[config.mk]
export PLATFORM = sky130hd
export DESIGN_NAME = periph_cluster
export DESIGN_NICKNAME = d
export VERILOG_FILES = /design/src/source/periph_pkg.sv /design/src/source/periph_bus_if.sv /design/src/source/periph_exti.sv /design/src/source/periph_gpio.sv /design/src/source/periph_timer.sv /design/src/source/periph_uart.sv /design/src/source/periph_cluster.sv
export VERILOG_INCLUDE_DIRS = /design/src /design/src/include
export SDC_FILE = /design/constraint.sdc
export NUM_CORES = 1
export LEC_CHECK = 0
export ABC_AREA = 1
export BUFFER_PORTS_ARGS = -buffer_cell sky130_fd_sc_hd__clkbuf_2
export CORE_ASPECT_RATIO = 1.75
export CORE_MARGIN = 2
export CORE_UTILIZATION = 60
export CTS_BUF_LIST = sky130_fd_sc_hd__clkbuf_8
export DETAILED_ROUTE_END_ITERATION = 7
export PLACE_DENSITY = 0.9
export SLEW_MARGIN = 20
export SYNTH_ARGS = -nofsm -noshare
export SYNTH_HDL_FRONTEND = slang
export SYNTH_SLANG_ARGS = --single-unit
export TNS_END_PERCENT = 1
[constraint.sdc]
create_clock -name clk -period 3.2 [get_ports clk]
set_input_delay 0.32 -clock clk [delete_from_list [all_inputs] [get_ports clk]]
set_output_delay 0.32 -clock clk [all_outputs]
set_load 0.02 [all_outputs]
[src/include/periph_defs.svh]
// Register map of the peripheral cluster. The offsets assume a 5-bit local address
// and the fixed 8-bit data word; changing the word size is not supported.
`ifndef PERIPH_DEFS_SVH
`define PERIPH_DEFS_SVH

`define PERIPH_WORD     8
`define PERIPH_ADDR_W   8
`define PERIPH_OFF_W    5
`define PERIPH_BASE     8'hEE
`define PERIPH_SPAN     18

// Interrupt controller.
`define EXTI_MASK       5'd0
`define EXTI_PEND       5'd1
`define EXTI_SOFT       5'd2

// GPIO.
`define GPI_LO          5'd3
`define GPI_HI          5'd4
`define GPO_LO          5'd5
`define GPO_HI          5'd6
`define GPIE_LO         5'd7
`define GPIE_HI         5'd8
`define GPCHG_LO        5'd9
`define GPCHG_HI        5'd10

// Timer.
`define TMR_PRESC       5'd11
`define TMR_PERIOD      5'd12
`define TMR_CTRL        5'd13

// UART.
`define UART_DATA       5'd14
`define UART_STAT       5'd15
`define UART_DIV        5'd16
`define UART_CTRL       5'd17
`define UART_DIV_RESET  8'd7

`endif

[src/source/periph_pkg.sv]
// Shared types of the peripheral cluster.
// Pending-bit positions are fixed; software relies on them.
package periph_pkg;

    // Bit positions in EXTI_PEND, EXTI_MASK and ext_int.
    typedef enum logic [1:0] {
        IRQ_GPIO  = 2'd0,
        IRQ_TIMER = 2'd1,
        IRQ_UART  = 2'd2,
        IRQ_SOFT  = 2'd3
    } irq_src_e;

    typedef enum logic [1:0] {
        TX_IDLE,
        TX_START,
        TX_DATA,
        TX_STOP
    } uart_tx_state_e;

    typedef enum logic [1:0] {
        RX_IDLE,
        RX_START,
        RX_DATA,
        RX_STOP
    } uart_rx_state_e;

endpackage

[src/source/periph_bus_if.sv]
// Decoded local bus inside the cluster. sel already includes enable and the window check.
`include "periph_defs.svh"

interface periph_bus_if (
    input logic clk
);
    logic                     sel;      // Access falls inside the window.
    logic [`PERIPH_OFF_W-1:0] offset;   // Address minus the window base.
    logic [`PERIPH_WORD-1:0]  wdata;
    logic                     write_en;

    modport ctrl (
        input  clk,
        output sel,
        output offset,
        output wdata,
        output write_en
    );

    modport dev (
        input clk,
        input sel,
        input offset,
        input wdata,
        input write_en
    );

endinterface

[src/source/periph_exti.sv]
// Interrupt controller. Sources are level inputs and latch on their rising edge;
// a source held high sets its pending bit only once.
`include "periph_defs.svh"

module periph_exti
    import periph_pkg::*;
(
    input  logic                    clk,
    input  logic                    rst_n,
    periph_bus_if.dev               bus,
    output logic [`PERIPH_WORD-1:0] rdata,
    input  logic                    irq_gpio,
    input  logic                    irq_timer,
    input  logic                    irq_uart,
    output logic [3:0]              ext_int
);
    logic [3:0] src;
    logic [3:0] src_q;
    logic [3:0] set;
    logic [3:0] pend;
    logic [3:0] mask;
    logic       wr;

    assign wr = bus.sel && bus.write_en;

    always_comb begin
        src = '0;                                   // The soft slot has no level source.
        src[IRQ_GPIO]  = irq_gpio;
        src[IRQ_TIMER] = irq_timer;
        src[IRQ_UART]  = irq_uart;
        set = src & ~src_q;                         // Rising edges only.
        set[IRQ_SOFT] = wr && (bus.offset == `EXTI_SOFT) && bus.wdata[0];
    end

    always_ff @(posedge clk) begin
        if (!rst_n) begin
            src_q <= '0;
            pend  <= '0;
            mask  <= '0;
        end else begin
            src_q <= src;
            if (wr && bus.offset == `EXTI_MASK)
                mask <= bus.wdata[3:0];
            if (wr && bus.offset == `EXTI_PEND)
                pend <= (pend & ~bus.wdata[3:0]) | set;   // A new edge wins over the clear.
            else
                pend <= pend | set;
        end
    end

    assign ext_int = pend & mask;

    always_comb begin
        rdata = '0;
        if (bus.sel) begin
            case (bus.offset)
                `EXTI_MASK: rdata = `PERIPH_WORD'(mask);
                `EXTI_PEND: rdata = `PERIPH_WORD'(pend);
                default:    rdata = '0;            // EXTI_SOFT reads as zero.
            endcase
        end
    end

endmodule

[src/source/periph_gpio.sv]
// 16-bit GPIO. Inputs pass a two-flop synchronizer, so pulses shorter than a clock
// may be missed; change flags compare consecutive synchronized samples.
`include "periph_defs.svh"

module periph_gpio (
    input  logic                    clk,
    input  logic                    rst_n,
    periph_bus_if.dev               bus,
    output logic [`PERIPH_WORD-1:0] rdata,
    input  logic [15:0]             gpi,
    output logic [15:0]             gpo,
    output logic                    irq
);
    logic [15:0] gpi_meta;
    logic [15:0] gpi_sync;
    logic [15:0] gpi_prev;
    logic [15:0] chg;
    logic [15:0] chg_clr;
    logic [15:0] ie;
    logic        wr;

    assign wr = bus.sel && bus.write_en;

    always_comb begin
        chg_clr = '0;
        if (wr && bus.offset == `GPCHG_LO)
            chg_clr[7:0] = bus.wdata;
        if (wr && bus.offset == `GPCHG_HI)
            chg_clr[15:8] = bus.wdata;
    end

    always_ff @(posedge clk) begin
        if (!rst_n) begin
            gpi_meta <= '0;
            gpi_sync <= '0;
            gpi_prev <= '0;
            chg      <= '0;
            gpo      <= '0;
            ie       <= '0;
        end else begin
            gpi_meta <= gpi;
            gpi_sync <= gpi_meta;                   // Readable two edges after the pin.
            gpi_prev <= gpi_sync;
            chg      <= (chg & ~chg_clr) | (gpi_sync ^ gpi_prev);   // Set on the third edge.
            if (wr) begin
                case (bus.offset)
                    `GPO_LO:  gpo[7:0]  <= bus.wdata;
                    `GPO_HI:  gpo[15:8] <= bus.wdata;
                    `GPIE_LO: ie[7:0]   <= bus.wdata;
                    `GPIE_HI: ie[15:8]  <= bus.wdata;
                    default:  ;
                endcase
            end
        end
    end

    assign irq = |(chg & ie);

    always_comb begin
        rdata = '0;
        if (bus.sel) begin
            case (bus.offset)
                `GPI_LO:   rdata = gpi_sync[7:0];
                `GPI_HI:   rdata = gpi_sync[15:8];
                `GPO_LO:   rdata = gpo[7:0];
                `GPO_HI:   rdata = gpo[15:8];
                `GPIE_LO:  rdata = ie[7:0];
                `GPIE_HI:  rdata = ie[15:8];
                `GPCHG_LO: rdata = chg[7:0];
                `GPCHG_HI: rdata = chg[15:8];
                default:   rdata = '0;
            endcase
        end
    end

endmodule

[src/source/periph_timer.sv]
// Down-counting timer with an 8-bit prescaler. PRESC and PERIOD changes take effect
// at the next reload; turning run on restarts both counters.
`include "periph_defs.svh"

module periph_timer (
    input  logic                    clk,
    input  logic                    rst_n,
    periph_bus_if.dev               bus,
    output logic [`PERIPH_WORD-1:0] rdata,
    output logic                    irq
);
    logic [7:0] presc;
    logic [7:0] period;
    logic [7:0] presc_cnt;
    logic [7:0] cnt;
    logic       run;
    logic       ie;
    logic       flag;
    logic       tick;
    logic       wr_ctrl;

    assign wr_ctrl = bus.sel && bus.write_en && (bus.offset == `TMR_CTRL);
    assign tick    = run && (presc_cnt == 8'd0);    // One tick every PRESC+1 clocks.

    always_ff @(posedge clk) begin
        if (!rst_n) begin
            presc     <= '0;
            period    <= '0;
            presc_cnt <= '0;
            cnt       <= '0;
            run       <= 1'b0;
            ie        <= 1'b0;
            flag      <= 1'b0;
        end else begin
            if (bus.sel && bus.write_en && bus.offset == `TMR_PRESC)
                presc <= bus.wdata;
            if (bus.sel && bus.write_en && bus.offset == `TMR_PERIOD)
                period <= bus.wdata;
            if (wr_ctrl) begin
                run <= bus.wdata[0];
                ie  <= bus.wdata[1];
                if (bus.wdata[7])
                    flag <= 1'b0;
            end
            if (wr_ctrl && bus.wdata[0] && !run) begin
                presc_cnt <= presc;                 // Start from a full interval.
                cnt       <= period;
            end else if (tick) begin
                presc_cnt <= presc;
                if (cnt == 8'd0) begin
                    cnt  <= period;
                    flag <= 1'b1;                   // Set wins over a clear in the same cycle.
                end else begin
                    cnt <= cnt - 8'd1;
                end
            end else if (run) begin
                presc_cnt <= presc_cnt - 8'd1;
            end
        end
    end

    assign irq = flag && ie;

    always_comb begin
        rdata = '0;
        if (bus.sel) begin
            case (bus.offset)
                `TMR_PRESC:  rdata = presc;
                `TMR_PERIOD: rdata = period;
                `TMR_CTRL:   rdata = {flag, 5'b0, ie, run};
                default:     rdata = '0;
            endcase
        end
    end

endmodule

[src/source/periph_uart.sv]
// 8N1 UART with one byte of receive buffer. One bit lasts DIV+1 clocks; there is no
// parity and a frame with a low stop bit is discarded.
`include "periph_defs.svh"

module periph_uart
    import periph_pkg::*;
(
    input  logic                    clk,
    input  logic                    rst_n,
    periph_bus_if.dev               bus,
    output logic [`PERIPH_WORD-1:0] rdata,
    input  logic                    rx,
    output logic                    tx,
    output logic                    irq
);
    uart_tx_state_e tx_state;
    uart_rx_state_e rx_state;
    logic [7:0] div;
    logic [1:0] ctrl;
    logic [7:0] tx_cnt;
    logic [2:0] tx_bit;
    logic [7:0] tx_shift;
    logic       tx_q;
    logic       busy;
    logic       rx_meta;
    logic       rx_sync;
    logic [7:0] rx_cnt;
    logic [2:0] rx_bit;
    logic [7:0] rx_shift;
    logic [7:0] rx_data;
    logic       rx_valid;
    logic       overrun;
    logic       rx_done;
    logic       wr;
    logic       stat_clr;

    assign wr       = bus.sel && bus.write_en;
    assign stat_clr = wr && (bus.offset == `UART_STAT) && bus.wdata[1];
    assign busy     = (tx_state != TX_IDLE);

    always_ff @(posedge clk) begin
        if (!rst_n) begin
            div  <= `UART_DIV_RESET;
            ctrl <= '0;
        end else if (wr && bus.offset == `UART_DIV) begin
            div <= bus.wdata;
        end else if (wr && bus.offset == `UART_CTRL) begin
            ctrl <= bus.wdata[1:0];
        end
    end

    // Transmitter. A data write while busy is dropped.
    always_ff @(posedge clk) begin
        if (!rst_n) begin
            tx_state <= TX_IDLE;
            tx_q     <= 1'b1;
        end else begin
            case (tx_state)
                TX_IDLE: if (wr && bus.offset == `UART_DATA) begin
                    tx_shift <= bus.wdata;
                    tx_cnt   <= div;
                    tx_q     <= 1'b0;               // Start bit begins at the write edge.
                    tx_state <= TX_START;
                end
                TX_START: if (tx_cnt == 8'd0) begin
                    tx_cnt   <= div;
                    tx_bit   <= '0;
                    tx_q     <= tx_shift[0];        // LSB first.
                    tx_state <= TX_DATA;
                end else begin
                    tx_cnt <= tx_cnt - 8'd1;
                end
                TX_DATA: if (tx_cnt == 8'd0) begin
                    tx_cnt <= div;
                    if (tx_bit == 3'd7) begin
                        tx_q     <= 1'b1;
                        tx_state <= TX_STOP;
                    end else begin
                        tx_shift <= tx_shift >> 1;
                        tx_q     <= tx_shift[1];
                        tx_bit   <= tx_bit + 3'd1;
                    end
                end else begin
                    tx_cnt <= tx_cnt - 8'd1;
                end
                default: if (tx_cnt == 8'd0) begin
                    tx_state <= TX_IDLE;            // Frame ends after the full stop bit.
                end else begin
                    tx_cnt <= tx_cnt - 8'd1;
                end
            endcase
        end
    end

    assign tx = tx_q;

    // Receiver samples at mid-bit, timed from the synchronized falling edge.
    always_ff @(posedge clk) begin
        if (!rst_n) begin
            rx_meta  <= 1'b1;
            rx_sync  <= 1'b1;
            rx_state <= RX_IDLE;
        end else begin
            rx_meta <= rx;
            rx_sync <= rx_meta;
            case (rx_state)
                RX_IDLE: if (!rx_sync) begin
                    rx_cnt   <= div >> 1;
                    rx_state <= RX_START;
                end
                RX_START: if (rx_cnt == 8'd0) begin
                    rx_cnt   <= div;
                    rx_bit   <= '0;
                    rx_state <= rx_sync ? RX_IDLE : RX_DATA;   // A glitch is no start bit.
                end else begin
                    rx_cnt <= rx_cnt - 8'd1;
                end
                RX_DATA: if (rx_cnt == 8'd0) begin
                    rx_cnt   <= div;
                    rx_shift <= {rx_sync, rx_shift[7:1]};
                    rx_bit   <= rx_bit + 3'd1;
                    if (rx_bit == 3'd7)
                        rx_state <= RX_STOP;
                end else begin
                    rx_cnt <= rx_cnt - 8'd1;
                end
                default: if (rx_cnt == 8'd0) begin
                    rx_state <= RX_IDLE;
                    if (rx_sync)
                        rx_data <= rx_shift;
                end else begin
                    rx_cnt <= rx_cnt - 8'd1;
                end
            endcase
        end
    end

    assign rx_done = (rx_state == RX_STOP) && (rx_cnt == 8'd0) && rx_sync;

    always_ff @(posedge clk) begin
        if (!rst_n) begin
            rx_valid <= 1'b0;
            overrun  <= 1'b0;
        end else begin
            if (stat_clr) begin
                rx_valid <= 1'b0;
                overrun  <= 1'b0;
            end
            if (rx_done) begin
                rx_valid <= 1'b1;
                if (rx_valid && !stat_clr)
                    overrun <= 1'b1;                // Unread byte was overwritten.
            end
        end
    end

    assign irq = (rx_valid && ctrl[1]) || (!busy && ctrl[0]);

    always_comb begin
        rdata = '0;
        if (bus.sel) begin
            case (bus.offset)
                `UART_DATA: rdata = rx_data;
                `UART_STAT: rdata = {5'b0, overrun, rx_valid, busy};
                `UART_DIV:  rdata = div;
                `UART_CTRL: rdata = {6'b0, ctrl};
                default:    rdata = '0;
            endcase
        end
    end

endmodule

[src/source/periph_cluster.sv]
// Peripheral cluster at `PERIPH_BASE. Reads are combinational and writes land on the
// next rising edge; the bus has no wait states.
`include "periph_defs.svh"

module periph_cluster (
    input  logic                      clk,
    input  logic                      rst_n,
    input  logic                      enable,
    input  logic [`PERIPH_ADDR_W-1:0] addr,
    input  logic [`PERIPH_WORD-1:0]   data_in,
    input  logic                      write_en,
    output logic [`PERIPH_WORD-1:0]   data_out,
    output logic [3:0]                ext_int,
    input  logic [15:0]               gpi,
    output logic [15:0]               gpo,
    input  logic                      rx,
    output logic                      tx
);
    logic [`PERIPH_ADDR_W-1:0] addr_rel;
    logic [`PERIPH_WORD-1:0]   rdata_exti;
    logic [`PERIPH_WORD-1:0]   rdata_gpio;
    logic [`PERIPH_WORD-1:0]   rdata_timer;
    logic [`PERIPH_WORD-1:0]   rdata_uart;
    logic                      irq_gpio;
    logic                      irq_timer;
    logic                      irq_uart;

    periph_bus_if bus (.clk(clk));

    // The upper bound is compared in 32 bits, so the window may end at 8'hFF.
    assign addr_rel     = addr - `PERIPH_BASE;
    assign bus.sel      = enable && (addr >= `PERIPH_BASE) && (addr < `PERIPH_BASE + `PERIPH_SPAN);
    assign bus.offset   = addr_rel[`PERIPH_OFF_W-1:0];
    assign bus.wdata    = data_in;
    assign bus.write_en = write_en;

    periph_exti u_exti (
        .clk       (clk),
        .rst_n     (rst_n),
        .bus       (bus.dev),
        .rdata     (rdata_exti),
        .irq_gpio  (irq_gpio),
        .irq_timer (irq_timer),
        .irq_uart  (irq_uart),
        .ext_int   (ext_int)
    );

    periph_gpio u_gpio (
        .clk   (clk),
        .rst_n (rst_n),
        .bus   (bus.dev),
        .rdata (rdata_gpio),
        .gpi   (gpi),
        .gpo   (gpo),
        .irq   (irq_gpio)
    );

    periph_timer u_timer (
        .clk   (clk),
        .rst_n (rst_n),
        .bus   (bus.dev),
        .rdata (rdata_timer),
        .irq   (irq_timer)
    );

    periph_uart u_uart (
        .clk   (clk),
        .rst_n (rst_n),
        .bus   (bus.dev),
        .rdata (rdata_uart),
        .rx    (rx),
        .tx    (tx),
        .irq   (irq_uart)
    );

    // Unselected blocks return zero.
    assign data_out = rdata_exti | rdata_gpio | rdata_timer | rdata_uart;

endmodule

==> impl_table.tex <==
\begin{tabular}{lr}
\hline
Metric & Value \\
\hline
\multicolumn{2}{l}{\textbf{Status}} \\
Outcome & finished clean \\
\multicolumn{2}{l}{\textbf{Die}} \\
Site Rows & 61 \\
Die outline area & approximately 17000 sq um \\
Chip width & $\sim$100 microns \\
Number of primary I/O pins & 66 \\
Placeable Area & between 15000 and 20000 sq um \\
Die height & 173 microns \\
Effective utilization at floorplan & around three fifths \\
\multicolumn{2}{l}{\textbf{Power}} \\
Leakage power figure & $\sim$5.0 nW \\
Overall power of the completed layout & between 5 and 6 mW \\
Power density over the cells & around 530 nW/um\^{}2 \\
Maximum resistive drop on vdd & around 0.52 mV \\
\multicolumn{2}{l}{\textbf{Timing}} \\
Fmax & 0.349 GHz \\
Slew Limit Fails & 0 \\
Hold Slack & approximately 0.028 ns \\
Relative slew slack & approximately a quarter \\
RSZ-0062 raised after global routing & false \\
Clock tree skew after final layout & 0.0211 ns \\
Total Neg Setup Slack & 0 ns \\
Crit path time final & about 2.9 ns \\
Final period util & between 80\% and 90\% \\
Finish-stage setup viols & 0 \\
Final count of hold timing violations & 0 \\
Setup slack after layout & 0.337 ns \\
Worst slew pin tran & around 1.1 ns \\
\multicolumn{2}{l}{\textbf{Synth}} \\
Synth async-reset ratio & 0\% \\
Post-synthesis instance area & roughly 9800 sq um \\
Part of the Yosys area used for sequential elements & between 40 and 50\% \\
Proportion of netlist area held by the largest area contributor & about a third \\
Mean instance size in the synthesized netlist & 7.72 sq um \\
Primary FF master, synth & sky130\_fd\_sc\_hd\_\_dfxtp\_1 \\
Post-synth EDFFs & 46 \\
Synth Warn \# & 0 \\
Number of library cell types mapped by synthesis & 39 \\
Seq cells post-synth & roughly 210 \\
Synthesized net count & about 1300 \\
Cell count after synthesis & $\sim$1300 \\
Cell taking the most area after synthesis & sky130\_fd\_sc\_hd\_\_dfxtp\_1 \\
Cell types with the largest area share after synthesis & sky130\_fd\_sc\_hd\_\_dfxtp\_1 (33\%), sky130\_fd\_sc\_hd\_\_edfxtp\_1 (14\%), sky130\_fd\_sc\_hd\_\_nand2\_1 (9.2\%), sky130\_fd\_sc\_hd\_\_nand3\_1 (7.2\%), sky130\_fd\_sc\_hd\_\_inv\_1 (6.5\%) \\
\multicolumn{2}{l}{\textbf{GRT}} \\
Via count of the first global-routing pass & $\sim$9000 \\
Global-route wire length before repair & 44200 microns \\
GRT Total Usage & between 30\% and 40\% \\
Remaining Overflow, GRT & 0 \\
Pin count of the biggest net entering global routing & between 70 and 80 \\
Initial antenna violation count & 0 \\
\multicolumn{2}{l}{\textbf{CTS}} \\
Maximum level of the CTS H-tree & 1 \\
CTS Sinks & between 200 and 250 \\
Number of buffers created by CTS & 28 \\
Clock tree from TritonCTS & built \\
Number of buffers between clock root and the deepest sink & 3 \\
Clock transition at the register clock pins on the worst setup and hold paths after CTS & $\sim$0.07 ns \\
Clk root buf & sky130\_fd\_sc\_hd\_\_clkbuf\_8 \\
\# Post-CTS Setup Buffers & 0 \\
Clock latency on the worst-skew pair & 0.56 ns \\
\multicolumn{2}{l}{\textbf{Placed design}} \\
Buffers on Ports & 65 \\
Last weighted congestion value of the routability-driven placer & 1.00 \\
HPWL Detailed & 19800 microns \\
Placement-stage worst setup slack & 0.382 ns \\
\multicolumn{2}{l}{\textbf{Worst setup path}} \\
Chain of cells forming the critical path & clkbuf\_2 -> nand3\_1 -> nand2\_2 -> nand2\_2 -> inv\_2 -> buf\_4 -> nand2\_1 -> o21ai\_0 -> nor2\_1 -> nand3\_1 -> nand2\_1 -> inv\_1 -> clkbuf\_2 \\
Worst r2r src & u\_uart.rx\_cnt[0]\$\_DFFE\_PP\_ \\
Capture point of the critical path & data\_out[6] \\
Slowest-stage cell, CP & sky130\_fd\_sc\_hd\_\_inv\_2 \\
WP buf/inv & 5 \\
Destination of the worst register-to-register timing path & u\_uart.rx\_cnt[2]\$\_DFFE\_PP\_ \\
Setup crit start kind & input pin \\
Max stage delay on crit path & approximately 0.42 ns \\
Critical path arrival & approximately 2.5 ns \\
Worst reg-to-reg setup slack & approximately 0.89 ns \\
Stages on the worst setup path & 13 \\
Length in cells of the worst reg-to-reg path & 7 \\
Worst endpoint required time & 2.88 ns \\
Maximum fanout encountered on the critical timing path & 26 \\
Sort of element at the end of the critical path & output port \\
Delay-heaviest family, CP & buffers and inverters \\
Worst Setup SP & addr[1] \\
Worst Path Class, Setup & input pin to output port \\
\multicolumn{2}{l}{\textbf{Routing}} \\
Vias after detailed routing & about 8900 \\
Detailed-route DRC error count & 0 \\
Routed wirelength normalized by instance count & roughly 18 microns \\
Number of nets still failing antenna checks after routing & 0 \\
First-pass detailed-route iteration total & 5 \\
Per-cell via count in the routed design & 5.78 \\
Wirelength, routed & around 28000 microns \\
Number of DRC violations after detailed-routing iteration 0 & 698 \\
\multicolumn{2}{l}{\textbf{Cells and area}} \\
Total Nets Final & between 1000 and 1500 \\
ANT cells & 0 \\
Fraction of the core area covered by cells at the end of the flow & 68.5\% \\
Layout overhead on the synthesized area & 11.5\% \\
Layout cells sized above 1 & between 10\% and 20\% \\
FILL cells & between 1000 and 1500 \\
\multicolumn{2}{l}{\textbf{Job}} \\
Max Cap Viol & 0 \\
\multicolumn{2}{l}{\textbf{Min path}} \\
Class of the worst hold path & input pin to flip-flop \\
\hline
\end{tabular}
==> how the worst min path moves through the flow <==
stage                                         from                              to  slack, ns  cells after the start
global placement    u_gpio.gpi_meta[11]$_SDFF_PN0_  u_gpio.gpi_sync[11]$_SDFF_PN0_       0.39                      2
floorplan            u_gpio.gpi_meta[0]$_SDFF_PN0_   u_gpio.gpi_sync[0]$_SDFF_PN0_       0.39                      2
finish                                  data_in[2]      u_uart.div[2]$_SDFFE_PN1P_       0.03                      3
CTS                                     data_in[2]      u_uart.div[2]$_SDFFE_PN1P_       0.03                      3
global route                            data_in[2]      u_uart.div[2]$_SDFFE_PN1P_       0.02                      3
detailed placement   u_gpio.gpi_meta[2]$_SDFF_PN0_   u_gpio.gpi_sync[2]$_SDFF_PN0_       0.40                      2
==> cell type report <==
cell class	count	area, sq um	share of cell area, %
clock buffers	34	468	4.30
clock inverters	15	60.1	0.552
inverters	182	683	6.28
multi-input cells	828	4240	39.0
flip-flops and latches	207	4600	42.3
well taps	189	236	2.17
repair buffers	93	581	5.34
==> power breakdown <==
part	switching [mW]	internal [mW]
Combinational	0.628	0.309
Sequential	0.0860	2.85
Clock	0.963	0.953
Total	1.68	4.11
==> tightest hold or removal path, cell delays in order <==
cell and delay [ns]:
sky130_fd_sc_hd__clkbuf_2 0.11, sky130_fd_sc_hd__nand2_1 0.05, sky130_fd_sc_hd__o211ai_1 0.06
==> layout by cell type (no fill, tap or decap), types with 3 or more instances in the layout <==
cell,netlist,final
sky130_fd_sc_hd__xor2_1,15,15
sky130_fd_sc_hd__a211oi_1,14,14
sky130_fd_sc_hd__o21ai_1,7,7
sky130_fd_sc_hd__ha_1,21,21
sky130_fd_sc_hd__nand3_1,140,140
sky130_fd_sc_hd__a21oi_1,76,76
sky130_fd_sc_hd__buf_4,12,12
sky130_fd_sc_hd__clkinv_2,0,3
sky130_fd_sc_hd__nor2_4,4,4
sky130_fd_sc_hd__inv_1,170,181
sky130_fd_sc_hd__dlygate4sd3_1,0,17
sky130_fd_sc_hd__o22ai_1,11,11
sky130_fd_sc_hd__nand2_1,239,239
sky130_fd_sc_hd__edfxtp_1,46,46
sky130_fd_sc_hd__xnor2_1,21,21
sky130_fd_sc_hd__o211ai_1,4,4
sky130_fd_sc_hd__nand3_2,4,4
sky130_fd_sc_hd__clkinv_1,6,7
sky130_fd_sc_hd__nor2_1,100,100
sky130_fd_sc_hd__o21ai_0,109,109
sky130_fd_sc_hd__o32ai_1,8,8
sky130_fd_sc_hd__or2_2,4,4
sky130_fd_sc_hd__dfxtp_1,161,161
sky130_fd_sc_hd__clkbuf_8,0,34
sky130_fd_sc_hd__nor2_2,12,12
sky130_fd_sc_hd__nor3_1,8,8
sky130_fd_sc_hd__nand4_1,15,15
sky130_fd_sc_hd__clkbuf_2,0,64
sky130_fd_sc_hd__inv_2,6,6
==> registers in the layout, indices dropped and copies added, names as in the netlist, 16 cells and up <==
name             cells
u_gpio.ie           16
u_gpio.gpo          16
u_gpio.gpi_meta     16
u_gpio.gpi_prev     16
u_gpio.gpi_sync     16
u_gpio.chg          16
==> synth_stat cells (7+ instances only) <==
cell                       instances
sky130_fd_sc_hd__ha_1             21
sky130_fd_sc_hd__xnor2_1          21
sky130_fd_sc_hd__o22ai_1          11
sky130_fd_sc_hd__inv_1           170
sky130_fd_sc_hd__o32ai_1           8
sky130_fd_sc_hd__buf_4            12
sky130_fd_sc_hd__a21oi_1          76
sky130_fd_sc_hd__nand3_1         140
sky130_fd_sc_hd__o21ai_0         109
sky130_fd_sc_hd__nor2_2           12
sky130_fd_sc_hd__dfxtp_1         161
sky130_fd_sc_hd__nand2_1         239
sky130_fd_sc_hd__o21ai_1           7
sky130_fd_sc_hd__clkbuf_1         28
sky130_fd_sc_hd__a211oi_1         14
sky130_fd_sc_hd__nor3_1            8
sky130_fd_sc_hd__edfxtp_1         46
sky130_fd_sc_hd__xor2_1           15
sky130_fd_sc_hd__nand4_1          15
sky130_fd_sc_hd__nor2_1          100
==> kinds of logic (layout without fill, tap and decap cells) <==
family                     Yosys count  in the layout  synth area share [%]
DFF                                207            207                  47.2
adders and majority gates           21             21                  2.69
and+or+nand+nor                    534            534                  24.3
AOI/OAI and AO/OA                  237            237                  13.3
buffers and inverters              228            324                  9.29
xor gates and xnor gates            36             36                  3.23
==> per-stage QoR <==
| step | cell area, sq um | instances |
|---|---|---|
| after global placement | 10200 | 1482 |
| after global routing | 10900 | 1548 |
| after floorplan | 9750 | 1263 |
| after CTS | 10900 | 1548 |
| after detailed placement | 10200 | 1482 |
| final | 10900 | 1548 |
==> routing by layer <==
layer	wire [microns]	up-vias	GRT usage [%]
li1	-	4301	-
met1	9690	4087	34.5
met2	14200	413	57.7
met3	1580	142	3.15
met4	2370	0	23.3
met5	0	-	0
==> repair_timing <==
action	in CTS	in global routing
gates resized for setup	0	0
endpoints found under the hold margin	17	0
hold buffers	17	0
Power figures use the tool's default switching activity.
